File: src/evt_streamer_settings.svh
// widths, event codes and byte enable shared by the event streamer RTL
// include this in every file that uses these values
`ifndef EVT_STREAMER_SETTINGS_SVH
`define EVT_STREAMER_SETTINGS_SVH

// memory byte address and event word
`define EVT_ADDR_W 32
`define EVT_DATA_W 32
// transfer counter
`define EVT_CNT_W 16

// type nibble of an event word
`define EVT_TYPE_MSB 31
`define EVT_TYPE_LSB 28
`define EVT_EOP_CODE 4'hF

// every access is a full word
`define EVT_BE_ALL 4'b1111

`endif

File: src/evt_streamer_pkg.sv
// types shared by the event streamer engines, arbiter and top level
// refer to them as evt_streamer_pkg::name
`default_nettype none

`include "evt_streamer_settings.svh"

package evt_streamer_pkg;

  typedef logic [`EVT_ADDR_W-1:0] addr_t;
  typedef logic [`EVT_DATA_W-1:0] word_t;
  typedef logic [`EVT_CNT_W-1:0]  count_t;

  // transfer-end bit above the 4-bit state code
  typedef logic [4:0] status_t;

  typedef enum logic [3:0] {
    LD_RESET,
    LD_IDLE,
    LD_INIT,
    LD_STREAM,
    LD_PAUSE,
    LD_DRAIN,
    LD_TRANSFER_END
  } load_state_e;

  typedef enum logic [3:0] {
    ST_RESET,
    ST_IDLE,
    ST_INIT,
    ST_STREAM,
    ST_TRANSFER_END
  } store_state_e;

endpackage

`default_nettype wire

File: src/tcdm_port_if.sv
// one requester's side of the shared TCDM port
// engines take the requester modport, the arbiter the arbiter modport
`timescale 1ns/1ns
`default_nettype none

`include "evt_streamer_settings.svh"

interface tcdm_port_if;

  logic                    req;
  evt_streamer_pkg::addr_t addr;
  // high for a read
  logic                    wen;
  evt_streamer_pkg::word_t wdata;
  logic                    gnt;
  logic                    rdata_valid;

  modport requester (output req, addr, wen, wdata, input gnt, rdata_valid);

  modport arbiter (input req, addr, wen, wdata, output gnt, rdata_valid);

endinterface

`default_nettype wire

File: src/tcdm_arbiter.sv
// round-robin sharing of the single TCDM master port between load and store engines
// a waiting request keeps the port until it is granted
`timescale 1ns/1ns
`default_nettype none

`include "evt_streamer_settings.svh"

module tcdm_arbiter (
  input  wire logic               system_clk_i,
  input  wire logic               system_rst_ni,
  tcdm_port_if.arbiter            ld,
  tcdm_port_if.arbiter            st,
  output logic                    tcdm_req_o,
  input  wire logic               tcdm_gnt_i,
  output evt_streamer_pkg::addr_t tcdm_add_o,
  output logic                    tcdm_wen_o,
  output logic [3:0]              tcdm_be_o,
  output evt_streamer_pkg::word_t tcdm_data_o,
  input  wire logic               tcdm_r_valid_i
);

  // store engine had the last grant
  logic last_st_q;
  // a request went ungranted last cycle
  logic hold_q;
  logic hold_st_q;
  logic sel_st;

  always_comb begin
    if (hold_q && (hold_st_q ? st.req : ld.req)) begin
      sel_st = hold_st_q;
    end else begin
      sel_st = st.req && (!ld.req || !last_st_q);
    end
  end

  assign tcdm_req_o  = ld.req || st.req;
  assign tcdm_add_o  = sel_st ? st.addr : ld.addr;
  assign tcdm_wen_o  = sel_st ? st.wen : ld.wen;
  assign tcdm_data_o = sel_st ? st.wdata : ld.wdata;
  assign tcdm_be_o   = `EVT_BE_ALL;

  assign ld.gnt = tcdm_gnt_i && ld.req && !sel_st;
  assign st.gnt = tcdm_gnt_i && sel_st;

  // only the load engine issues reads
  assign ld.rdata_valid = tcdm_r_valid_i;
  assign st.rdata_valid = 1'b0;

  always_ff @(posedge system_clk_i or negedge system_rst_ni) begin
    if (!system_rst_ni) begin
      last_st_q <= 1'b0;
      hold_q    <= 1'b0;
      hold_st_q <= 1'b0;
    end else begin
      hold_q    <= tcdm_req_o && !tcdm_gnt_i;
      hold_st_q <= sel_st;
      if (tcdm_req_o && tcdm_gnt_i) begin
        last_st_q <= sel_st;
      end
    end
  end

  // every granted beat goes to exactly one engine, and no grant goes to none
  assert property (@(posedge system_clk_i) disable iff (!system_rst_ni)
    (ld.gnt || st.gnt) == (tcdm_req_o && tcdm_gnt_i));

  assert property (@(posedge system_clk_i) disable iff (!system_rst_ni)
    tcdm_req_o && tcdm_gnt_i |-> (ld.gnt ^ st.gnt));

endmodule

`default_nettype wire

File: src/evt_load_engine.sv
// load engine: reads a block of TCDM words onto the outgoing event stream
// a stalled word waits in the pause register, an EOP word ends the block
`timescale 1ns/1ns
`default_nettype none

`include "evt_streamer_settings.svh"

module evt_load_engine (
  input  wire logic                     system_clk_i,
  input  wire logic                     system_rst_ni,
  input  wire logic                     ld_arm_i,
  input  wire logic                     ld_start_i,
  input  wire logic                     ld_end_mode_i,
  input  wire evt_streamer_pkg::addr_t  ld_start_addr_i,
  input  wire evt_streamer_pkg::addr_t  ld_addr_step_i,
  input  wire evt_streamer_pkg::addr_t  ld_end_addr_i,
  input  wire evt_streamer_pkg::count_t ld_tran_size_i,
  tcdm_port_if.requester                tcdm,
  input  wire evt_streamer_pkg::word_t  rdata_i,
  output logic                          src_valid_o,
  input  wire logic                     src_ready_i,
  output evt_streamer_pkg::word_t       src_evt_o,
  output evt_streamer_pkg::status_t     status_o
);

  evt_streamer_pkg::load_state_e state_q;
  evt_streamer_pkg::load_state_e state_d;
  evt_streamer_pkg::addr_t       addr_q;
  evt_streamer_pkg::addr_t       addr_next;
  evt_streamer_pkg::count_t      cnt_q;
  evt_streamer_pkg::count_t      cnt_next;
  evt_streamer_pkg::word_t       pause_q;
  logic                          inflight_q;
  logic                          end_now;
  logic                          end_after_gnt;
  logic                          gnt_fire;
  logic                          live_valid;
  logic                          paused;
  logic                          evt_is_eop;
  logic                          eop_taken;

  assign addr_next = addr_q + ld_addr_step_i;
  assign cnt_next  = cnt_q + 1'b1;

  // end mode high compares the address, low the word count
  assign end_now       = ld_end_mode_i ? (addr_q >= ld_end_addr_i) : (cnt_q == ld_tran_size_i);
  assign end_after_gnt = ld_end_mode_i ? (addr_next >= ld_end_addr_i)
                                       : (cnt_next == ld_tran_size_i);

  assign tcdm.req   = (state_q == evt_streamer_pkg::LD_STREAM) && src_ready_i && !end_now;
  assign tcdm.addr  = addr_q;
  assign tcdm.wen   = 1'b1;
  assign tcdm.wdata = '0;
  assign gnt_fire   = tcdm.req && tcdm.gnt;

  // a response counts only if its read was not issued alongside an EOP
  assign live_valid  = tcdm.rdata_valid && inflight_q;
  assign paused      = (state_q == evt_streamer_pkg::LD_PAUSE);
  assign src_valid_o = paused || live_valid;
  assign src_evt_o   = paused ? pause_q : rdata_i;
  assign evt_is_eop  = (src_evt_o[`EVT_TYPE_MSB:`EVT_TYPE_LSB] == `EVT_EOP_CODE);
  assign eop_taken   = src_valid_o && src_ready_i && evt_is_eop;
  assign status_o    = {state_q == evt_streamer_pkg::LD_TRANSFER_END, state_q};

  always_comb begin
    state_d = state_q;
    case (state_q)
      evt_streamer_pkg::LD_RESET: begin
        state_d = ld_arm_i ? evt_streamer_pkg::LD_IDLE : evt_streamer_pkg::LD_RESET;
      end
      evt_streamer_pkg::LD_IDLE: begin
        state_d = ld_start_i ? evt_streamer_pkg::LD_INIT : evt_streamer_pkg::LD_IDLE;
      end
      evt_streamer_pkg::LD_INIT: begin
        state_d = evt_streamer_pkg::LD_STREAM;
      end
      evt_streamer_pkg::LD_STREAM: begin
        if (live_valid && !src_ready_i) begin
          state_d = evt_streamer_pkg::LD_PAUSE;
        end else if (eop_taken || end_now || (gnt_fire && end_after_gnt)) begin
          state_d = evt_streamer_pkg::LD_DRAIN;
        end
      end
      evt_streamer_pkg::LD_PAUSE: begin
        if (src_ready_i) begin
          state_d = (evt_is_eop || end_now) ? evt_streamer_pkg::LD_DRAIN
                                            : evt_streamer_pkg::LD_STREAM;
        end
      end
      // last granted word comes back here
      evt_streamer_pkg::LD_DRAIN: begin
        state_d = (src_valid_o && !src_ready_i) ? evt_streamer_pkg::LD_PAUSE
                                                : evt_streamer_pkg::LD_TRANSFER_END;
      end
      evt_streamer_pkg::LD_TRANSFER_END: begin
        state_d = ld_start_i ? evt_streamer_pkg::LD_TRANSFER_END : evt_streamer_pkg::LD_IDLE;
      end
      default: begin
        state_d = evt_streamer_pkg::LD_IDLE;
      end
    endcase
  end

  always_ff @(posedge system_clk_i or negedge system_rst_ni) begin
    if (!system_rst_ni) begin
      state_q    <= evt_streamer_pkg::LD_RESET;
      addr_q     <= '0;
      cnt_q      <= '0;
      inflight_q <= 1'b0;
    end else begin
      state_q    <= state_d;
      inflight_q <= gnt_fire && !eop_taken;
      if (state_q == evt_streamer_pkg::LD_INIT) begin
        addr_q <= ld_start_addr_i;
        cnt_q  <= '0;
      end else if (gnt_fire) begin
        addr_q <= addr_next;
        cnt_q  <= cnt_next;
      end
    end
  end

  // keeps the returned word for a stalled stream
  always_ff @(posedge system_clk_i) begin
    if (live_valid) begin
      pause_q <= rdata_i;
    end
  end

  // a stalled word stays offered and unchanged until it is taken
  assert property (@(posedge system_clk_i) disable iff (!system_rst_ni)
    src_valid_o && !src_ready_i |=> src_valid_o && $stable(src_evt_o));

  // this engine only ever reads
  assert property (@(posedge system_clk_i) disable iff (!system_rst_ni)
    tcdm.req |-> tcdm.wen);

endmodule

`default_nettype wire

File: src/evt_store_engine.sv
// store engine: writes words from the incoming event stream into a TCDM block
// the write grant is handed back as the stream ready
`timescale 1ns/1ns
`default_nettype none

`include "evt_streamer_settings.svh"

module evt_store_engine (
  input  wire logic                     system_clk_i,
  input  wire logic                     system_rst_ni,
  input  wire logic                     st_arm_i,
  input  wire logic                     st_start_i,
  input  wire logic                     st_end_mode_i,
  input  wire evt_streamer_pkg::addr_t  st_start_addr_i,
  input  wire evt_streamer_pkg::addr_t  st_addr_step_i,
  input  wire evt_streamer_pkg::addr_t  st_end_addr_i,
  input  wire evt_streamer_pkg::count_t st_tran_size_i,
  tcdm_port_if.requester                tcdm,
  input  wire logic                     dst_valid_i,
  output logic                          dst_ready_o,
  input  wire evt_streamer_pkg::word_t  dst_evt_i,
  output evt_streamer_pkg::status_t     status_o
);

  evt_streamer_pkg::store_state_e state_q;
  evt_streamer_pkg::store_state_e state_d;
  evt_streamer_pkg::addr_t        addr_q;
  evt_streamer_pkg::count_t       cnt_q;
  logic                           end_now;

  // address at or past the end, or the full word count
  assign end_now = st_end_mode_i ? (addr_q >= st_end_addr_i) : (cnt_q == st_tran_size_i);

  assign tcdm.req    = (state_q == evt_streamer_pkg::ST_STREAM) && dst_valid_i && !end_now;
  assign tcdm.addr   = addr_q;
  assign tcdm.wen    = 1'b0;
  assign tcdm.wdata  = dst_evt_i;
  assign dst_ready_o = tcdm.req && tcdm.gnt;
  assign status_o    = {state_q == evt_streamer_pkg::ST_TRANSFER_END, state_q};

  always_comb begin
    state_d = state_q;
    case (state_q)
      evt_streamer_pkg::ST_RESET: begin
        state_d = st_arm_i ? evt_streamer_pkg::ST_IDLE : evt_streamer_pkg::ST_RESET;
      end
      evt_streamer_pkg::ST_IDLE: begin
        state_d = st_start_i ? evt_streamer_pkg::ST_INIT : evt_streamer_pkg::ST_IDLE;
      end
      evt_streamer_pkg::ST_INIT: begin
        state_d = evt_streamer_pkg::ST_STREAM;
      end
      evt_streamer_pkg::ST_STREAM: begin
        state_d = end_now ? evt_streamer_pkg::ST_TRANSFER_END : evt_streamer_pkg::ST_STREAM;
      end
      evt_streamer_pkg::ST_TRANSFER_END: begin
        state_d = st_start_i ? evt_streamer_pkg::ST_TRANSFER_END : evt_streamer_pkg::ST_IDLE;
      end
      default: begin
        state_d = evt_streamer_pkg::ST_IDLE;
      end
    endcase
  end

  always_ff @(posedge system_clk_i or negedge system_rst_ni) begin
    if (!system_rst_ni) begin
      state_q <= evt_streamer_pkg::ST_RESET;
      addr_q  <= '0;
      cnt_q   <= '0;
    end else begin
      state_q <= state_d;
      if (state_q == evt_streamer_pkg::ST_INIT) begin
        addr_q <= st_start_addr_i;
        cnt_q  <= '0;
      end else if (dst_ready_o) begin
        addr_q <= addr_q + st_addr_step_i;
        cnt_q  <= cnt_q + 1'b1;
      end
    end
  end

  // the arbiter grant must only ever accept an offered word
  assert property (@(posedge system_clk_i) disable iff (!system_rst_ni)
    dst_ready_o |-> dst_valid_i);

endmodule

`default_nettype wire

File: src/evt_streamer_top.sv
// event streamer top: load and store engines sharing one TCDM master port
// configuration, status and both event streams are plain ports
`timescale 1ns/1ns
`default_nettype none

`include "evt_streamer_settings.svh"

module evt_streamer_top (
  input  wire logic                     system_clk_i,
  input  wire logic                     system_rst_ni,
  // tcdm master port
  output logic                          tcdm_req_o,
  input  wire logic                     tcdm_gnt_i,
  output evt_streamer_pkg::addr_t       tcdm_add_o,
  output logic                          tcdm_wen_o,
  output logic [3:0]                    tcdm_be_o,
  output evt_streamer_pkg::word_t       tcdm_data_o,
  input  wire evt_streamer_pkg::word_t  tcdm_r_data_i,
  input  wire logic                     tcdm_r_valid_i,
  // load engine
  input  wire logic                     ld_arm_i,
  input  wire logic                     ld_start_i,
  input  wire logic                     ld_end_mode_i,
  input  wire evt_streamer_pkg::addr_t  ld_start_addr_i,
  input  wire evt_streamer_pkg::addr_t  ld_addr_step_i,
  input  wire evt_streamer_pkg::addr_t  ld_end_addr_i,
  input  wire evt_streamer_pkg::count_t ld_tran_size_i,
  output logic                          src_valid_o,
  input  wire logic                     src_ready_i,
  output evt_streamer_pkg::word_t       src_evt_o,
  output evt_streamer_pkg::status_t     ld_status_o,
  // store engine
  input  wire logic                     st_arm_i,
  input  wire logic                     st_start_i,
  input  wire logic                     st_end_mode_i,
  input  wire evt_streamer_pkg::addr_t  st_start_addr_i,
  input  wire evt_streamer_pkg::addr_t  st_addr_step_i,
  input  wire evt_streamer_pkg::addr_t  st_end_addr_i,
  input  wire evt_streamer_pkg::count_t st_tran_size_i,
  input  wire logic                     dst_valid_i,
  output logic                          dst_ready_o,
  input  wire evt_streamer_pkg::word_t  dst_evt_i,
  output evt_streamer_pkg::status_t     st_status_o
);

  tcdm_port_if ld_port ();
  tcdm_port_if st_port ();

  evt_load_engine u_load (
    .system_clk_i    (system_clk_i),
    .system_rst_ni   (system_rst_ni),
    .ld_arm_i        (ld_arm_i),
    .ld_start_i      (ld_start_i),
    .ld_end_mode_i   (ld_end_mode_i),
    .ld_start_addr_i (ld_start_addr_i),
    .ld_addr_step_i  (ld_addr_step_i),
    .ld_end_addr_i   (ld_end_addr_i),
    .ld_tran_size_i  (ld_tran_size_i),
    .tcdm            (ld_port.requester),
    .rdata_i         (tcdm_r_data_i),
    .src_valid_o     (src_valid_o),
    .src_ready_i     (src_ready_i),
    .src_evt_o       (src_evt_o),
    .status_o        (ld_status_o)
  );

  evt_store_engine u_store (
    .system_clk_i    (system_clk_i),
    .system_rst_ni   (system_rst_ni),
    .st_arm_i        (st_arm_i),
    .st_start_i      (st_start_i),
    .st_end_mode_i   (st_end_mode_i),
    .st_start_addr_i (st_start_addr_i),
    .st_addr_step_i  (st_addr_step_i),
    .st_end_addr_i   (st_end_addr_i),
    .st_tran_size_i  (st_tran_size_i),
    .tcdm            (st_port.requester),
    .dst_valid_i     (dst_valid_i),
    .dst_ready_o     (dst_ready_o),
    .dst_evt_i       (dst_evt_i),
    .status_o        (st_status_o)
  );

  tcdm_arbiter u_arbiter (
    .system_clk_i   (system_clk_i),
    .system_rst_ni  (system_rst_ni),
    .ld             (ld_port.arbiter),
    .st             (st_port.arbiter),
    .tcdm_req_o     (tcdm_req_o),
    .tcdm_gnt_i     (tcdm_gnt_i),
    .tcdm_add_o     (tcdm_add_o),
    .tcdm_wen_o     (tcdm_wen_o),
    .tcdm_be_o      (tcdm_be_o),
    .tcdm_data_o    (tcdm_data_o),
    .tcdm_r_valid_i (tcdm_r_valid_i)
  );

endmodule

`default_nettype wire

File: config.mk
export PLATFORM = sky130hd
export DESIGN_NAME = evt_streamer_top
export DESIGN_NICKNAME = d
export VERILOG_FILES = /design/src/evt_streamer_pkg.sv /design/src/tcdm_port_if.sv /design/src/tcdm_arbiter.sv /design/src/evt_load_engine.sv /design/src/evt_store_engine.sv /design/src/evt_streamer_top.sv
export VERILOG_INCLUDE_DIRS = /design/src
export SDC_FILE = /design/constraint.sdc
export NUM_CORES = 1
export LEC_CHECK = 0
export BUFFER_PORTS_ARGS = -buffer_cell sky130_fd_sc_hd__buf_2
export CAP_MARGIN = 20
export CORE_ASPECT_RATIO = 1.1
export CORE_MARGIN = 3
export CORE_UTILIZATION = 30
export CTS_CLUSTER_DIAMETER = 80
export CTS_CLUSTER_SIZE = 28
export DETAILED_ROUTE_END_ITERATION = 8
export SYNTH_ARGS = -nofsm -noshare
export SYNTH_HDL_FRONTEND = slang
export SYNTH_SLANG_ARGS = --single-unit
File: constraint.sdc
create_clock -name system_clk_i -period 5.1 [get_ports system_clk_i]
set_clock_uncertainty 0.05 [all_clocks]
set_input_delay 0.255 -clock system_clk_i [delete_from_list [all_inputs] [get_ports system_clk_i]]
set_output_delay 0.255 -clock system_clk_i [all_outputs]
set_load 0.02 [all_outputs]
==> Word level (Yosys, flattened, before mapping) <==
Index checks and enable logic that the tools add are counted.
W data, S select, Z words.
{ "totals": {"inputBits": 300, "elab_cells": 104, "output_inout_bits": 114, "regBits": 140} }
{ "op_classes": {"n_mux": 31, "n_eq_ne": 16, "reduce_logical": 39, "addsub": 4, "order_cmp": 3} }
{ "ops": {"columns": ["op", "count"], "rows": [
  ["$mux W32", 7],
  ["$ge A32 B32 Y1", 3],
  ["$add A32 B32 Y32", 2],
  ["$mux W16", 4],
  ["$eq A16 B16 Y1", 3],
  ["$add A16 B1 Y16 const B", 2],
  ["$pmux W4 S7", 1],
  ["$logic_and A1 B1 Y1", 20],
  ["$pmux W4 S5", 1],
  ["$eq A4 B2 Y1 const B", 4],
  ["$eq A4 B3 Y1 const B", 4],
  ["$mux W3", 4],
  ["$mux W4", 3],
  ["$eq A4 B1 Y1 const B", 2],
  ["$logic_not A1 Y1", 8],
  ["$logic_not A4 Y1", 2],
  ["$mux W1", 8],
  ["$logic_or A1 B1 Y1", 6],
  ["$mux W2", 3],
  ["$eq A4 B4 Y1 const B", 1],
  ["$reduce_bool A2 Y1", 2],
  ["$ne A3 B3 Y1 const B", 1],
  ["$ne A2 B2 Y1 const B", 1],
  ["$reduce_and A2 Y1", 1]
]} }

==> Logic depth before layout (Yosys ltp) <==
{ "depth": {"ltp_word": 16, "depth_mapped": 21, "depth_no_buf": 21} }

==> By module <==
Synthesis repeated with hierarchy kept, for this count alone.
{ "unflattened": {"hier_cells": 1789, "hier_area_um2": 14731.6} }
{ "by_module_without_submodules": {"columns": ["module", "seq_area_each_um2", "area_each_um2", "n_inst", "cells_per_inst"], "rows": [
  ["evt_load_engine", 2262.2, 7681.1, 1, 845],
  ["evt_store_engine", 1276.2, 5016.1, 1, 618],
  ["tcdm_arbiter", 75.1, 2034.5, 1, 326]
]} }

==> Worst setup path after synthesis <==
Ideal clock, no wire load.
{ "synth_timing": {"kind": "register -> register", "start": "reg u_load.addr_q[0] (netlist: u_load.tcdm.addr[0])", "end": "reg u_load.state_q[2]", "stages_incl_launch_ff": 22, "path_slack_ns": 0.933, "synth_period_minus_slack_ns": 4.167, "setup_ns": 0.121, "arrival_ns": 3.997, "path_cell_list": "dfrtp_1 ha_1 fa_1 a21o_1 a21oi_2 o21ai_1 a22o_1 a2111oi_2 o41ai_1 a21oi_1 xnor2_1 ha_1 a21o_1 a21o_1 a21oi_1 nor2b_1 o21ai_0 a21oi_1 or3b_2 a21oi_1 o31a_1 nor2_1"} }
{ "synth_via": {"elab_chain_cells": 15} }
{ "synth_lines": {"columns": ["item", "line", "rtl"], "rows": [
  ["from (decl)", "evt_load_engine.sv:28", "evt_streamer_pkg::addr_t addr_q;"],
  ["from (signal assigned)", "evt_load_engine.sv:114", "addr_q <= ld_start_addr_i;"],
  ["from (signal assigned)", "evt_load_engine.sv:117", "addr_q <= addr_next;"],
  ["parallel branches: the longest is 15 deep, another holds $add A32 B32 Y32", null, null],
  ["to (signal assigned)", "evt_load_engine.sv:106", "state_q <= evt_streamer_pkg::LD_RESET;"],
  ["to (signal assigned)", "evt_load_engine.sv:111", "state_q <= state_d;"],
  ["to (decl)", "evt_load_engine.sv:26", "evt_streamer_pkg::load_state_e state_q;"]
]} }
Several ways; the timed one is not identified. The select of a mux whose other input is x is not followed.
A chain may end at the register's enable or synchronous reset.

==> Worst setup path after layout <==
{ "layout_timing": {"start": "reg u_load.addr_q[0] (netlist: u_load.tcdm.addr[0])", "end": "reg u_load.state_q[1]"} }
The elaborated chain is that of the path after synthesis.

==> reports/metrics.yaml <==
status: "completed"
overflow: 0
maxCapViolCount: 0
vias: 13514
clk_root_buffer_cell: "clkbuf_16"
finalNetCount: 2489
tritoncts: "done"
end_kind: "register"
internal_power_uw: 4390
antenna_found_initial: 11
switchingPower_uw: 4420
start_util_pct: 30.6
synth_edf_count: 32
worstReg2RegStart: "u_load.tcdm.addr[0]$_DFFE_PN0P_"
p_leak_uw: 0.00827
gp_congestion: 0.906
htree_levels: 4
syn2layout_area_growth_pct: 29.0
relSlewSlack_pct: 36.3
ir_drop_mv: 0.238
fin_crit_ns: 4.78
grt_use_total_pct: 21.3
hold_violations: 0
post-cts-setup-buffers: 0
finish.utilization_pct: 39.5
synth.avg_cell_area_um2: 8.23
setup_viol: 0
hold_depth: 3
remaining_drc_errors: 0
cp_top_family: "compound AO/OA/AOI/OAI gates"
power_frac_clock_pct: 13.7
slowest_delay_ns: 0.42
timing.critical_path.buf_inv: 1
synth_flop_cell: "dfrtp_1"
grt_pass1_vias: 13280
slowest_stage: "fa_1"
synthDistinctLibCells: 86
seq_area_frac_synth_pct: 27.7
rsz0062_at_grt: "no"
final_common_cell: "buf_2"
cp.arrival_ns: 5.12
worst_slew_pin_slew_ns: 0.955
coreArea_um2: 42600
hold_start: "ld_start_addr_i[3]"
firstDrtPassIters: 7
wl_per_cell_um: 19.3
crit_top_cell: "a21o_1"
cp_max_fo: 3
r2r-end: "u_load.state_q[1]$_DFFE_PN0P_"
grt_pass1_wl_mm: 75.8
grt_max_degree: 66
p_comb_share_pct: 64.3
clockBufferDepth: 2
wl_mm: 50.4
drv_slew: 0
die_w_um: 205
start_kind: "register"
path_class: "reg2reg"
io_buffer_count: 407
dieArea_um2: 46000
clock-sinks: 138
die_h_um: 225
r2r_slack_ns: 0.32
row_count: 79
vias_per_cell: 5.16
hold_path_class: "in2reg"
critPathRequiredTime_ns: 5.44
detailed_place_hpwl_mm: 40.3
drive_gt1_share_pct: 25.7
cp_cell_sequence: "ha_1 -> fa_1 -> a21o_1 -> a21oi_2 -> o21ai_1 -> a22o_1 -> buf_4 -> or2_1 -> a41o_1 -> o41ai_2 -> xnor2_1 -> ha_1 -> a21o_1 -> a21o_1 -> a21oi_1 -> nor2b_1 -> o21ai_0 -> a21oi_1 -> a311o_1 -> a21oi_2 -> o31a_1 -> a221o_1"
ant_nets: 0
ioPinCount: 414
p_per_area_nw_per_um2: 523
whs_endpoint: "u_load.tcdm.addr[3]$_DFFE_PN0P_"
synth-warning-count: 0
clk_pin_slew_ns: 0.07
reg2reg_depth: 22
synthCells: 1585
switching_share_pct: 50.1
dr.first_iter.drc_count: 823
seq_power_share_pct: 22.1
cts_buffers: 17
holdWs_ns: 0.0357
async_flop_share_pct: 76.8
final_cell_mix: "buf_2 (406), nand2_1 (174), nor2_1 (164), ha_1 (160), a21oi_1 (110)"
netlist_area_um2: 13000
clk_latency_ns: 0.45
ys_ff_latch: 138
clock.fmax_mhz: 209
timing.setup.tns_ns: 0
period_share_pct: 93.7
-- per-stage QoR --
step	worst slack (ns)	cells	area [um^2]	total power, uW
floorplan	0.933	1589	13100	5790
global placement	0.248	2518	15700	7450
detailed placement	0.193	2519	15700	7520
CTS	0.166	2607	16800	8820
global route	0.00291	2616	16800	9610
finish	0.323	2617	16800	8810
-- routing by layer --
layer / vias up / part of all wire, % / GRT usage [%] / routed length (um)
met5: - / 0.032 / 0 / 16
met2: 461 / 46 / 33.2 / 23300
met4: 2 / 4.0 / 11.1 / 2010
met1: 6377 / 44 / 28.6 / 22400
met3: 74 / 5.4 / 3.30 / 2700
li1: 6600 / - / - / -
-- cell families after synthesis --
kind of cell               after synthesis  share of synthesized area [%]
xor gates and xnor gates               110                           7.44
adders and majority gates              162                           15.7
buffers and inverters                  171                           5.54
AOI/OAI and AO/OA                      407                           20.3
muxes                                   37                           3.16
and+or+nand+nor                        558                           20.2
DFF                                    138                           27.7
other                                    2                         0.0576
-- sequential cells by signal, summed over array words and instances, names as in the netlist --
| signal | cells |
|---|---|
| u_arbiter.last_st_q | 1 |
| u_store.state_q | 3 |
| u_store.cnt_q | 16 |
| u_store.tcdm.addr | 32 |
| u_arbiter.hold_st_q | 1 |
| u_arbiter.hold_q | 1 |
| u_load.cnt_q | 16 |
| u_load.state_q | 3 |
| u_load.inflight_q | 1 |
| u_load.pause_q | 32 |
| u_load.tcdm.addr | 32 |
-- power groups by stage --
stage | Clock (uW) | Combinational [uW] | Sequential [uW]
finish | 1200 | 5660 | 1940
global route | 1270 | 6340 | 1990
CTS | 1250 | 5640 | 1940
detailed placement | 0 | 5560 | 1960
global placement | 0 | 5510 | 1940
floorplan | 0 | 4050 | 1730
-- Yosys cell counts, types with 4 or more instances --
cell / number / area share, %
o22a_1: 5 / 0.34
nor2_1: 165 / 4.7
o2111ai_1: 4 / 0.27
and4_1: 7 / 0.47
nor2b_1: 12 / 0.58
a21o_1: 45 / 2.6
nand2b_1: 12 / 0.58
ha_1: 160 / 15
nor4_1: 8 / 0.38
edfxtp_1: 32 / 7.4
inv_1: 105 / 3.0
o22ai_1: 40 / 1.9
dfrtp_1: 106 / 20
o211ai_1: 10 / 0.58
or3_1: 10 / 0.48
and3_1: 51 / 2.4
mux2i_1: 4 / 0.31
a21oi_1: 111 / 4.3
nand3_1: 38 / 1.5
o21ai_0: 61 / 2.3
a211oi_1: 15 / 0.86
o21bai_1: 6 / 0.35
buf_1: 5 / 0.14
o31ai_1: 10 / 0.58
a31oi_1: 12 / 0.58
buf_2: 14 / 0.54
nand4_1: 27 / 1.3
nand2_1: 174 / 5.0
xnor2_1: 80 / 5.4
o21a_1: 22 / 1.3
a22oi_1: 5 / 0.29
buf_4: 11 / 0.63
nor3_1: 25 / 0.96
mux2_2: 33 / 2.8
clkbuf_1: 31 / 0.89
o21ai_1: 16 / 0.61
a21boi_0: 6 / 0.35
xor2_1: 29 / 1.9
and2_1: 7 / 0.34
-- worst reg2reg max path, delay by kind of cell, from the launching register on --
kind | cells | cell delay (ns)
AOI/OAI and AO/OA | 15 | 2.81
DFF | 1 | 0.39
xor gates and xnor gates | 1 | 0.16
adders and majority gates | 3 | 0.86
and+or+nand+nor | 2 | 0.28
buffers and inverters | 1 | 0.16
-- timing repair --
item                                    CTS  global route
resized for setup                         0             2
endpoints found under the setup margin    0             2
hold buffers                             56             0
endpoints found under the hold margin   119             0
-- layout make-up --
class | instances | area [um^2]
multi-input cells | 1280 | 8760
inverters | 107 | 402
clock inverters | 14 | 116
clock buffers | 18 | 429
flip-flops and latches | 138 | 3610
well taps | 567 | 709
diodes | 10 | 25.0
repair buffers | 483 | 2770
fillers | 4413 | 25800
-- worst max-delay path by stage --
stage,from,to,slack [ns],cells after the start
finish,u_load.tcdm.addr[0]$_DFFE_PN0P_,u_load.state_q[1]$_DFFE_PN0P_,0.32,22
floorplan,u_load.tcdm.addr[0]$_DFFE_PN0P_,u_load.state_q[2]$_DFFE_PN0P_,0.93,21
global placement,ld_addr_step_i[0],u_load.state_q[1]$_DFFE_PN0P_,0.25,20
CTS,u_load.tcdm.addr[0]$_DFFE_PN0P_,u_load.state_q[1]$_DFFE_PN0P_,0.17,19
detailed placement,u_load.tcdm.addr[0]$_DFFE_PN0P_,u_load.state_q[2]$_DFFE_PN0P_,0.19,19
global route,u_load.tcdm.addr[0]$_DFFE_PN0P_,u_load.state_q[2]$_DFFE_PN0P_,0.003,22
Power figures use the tool's default switching activity.
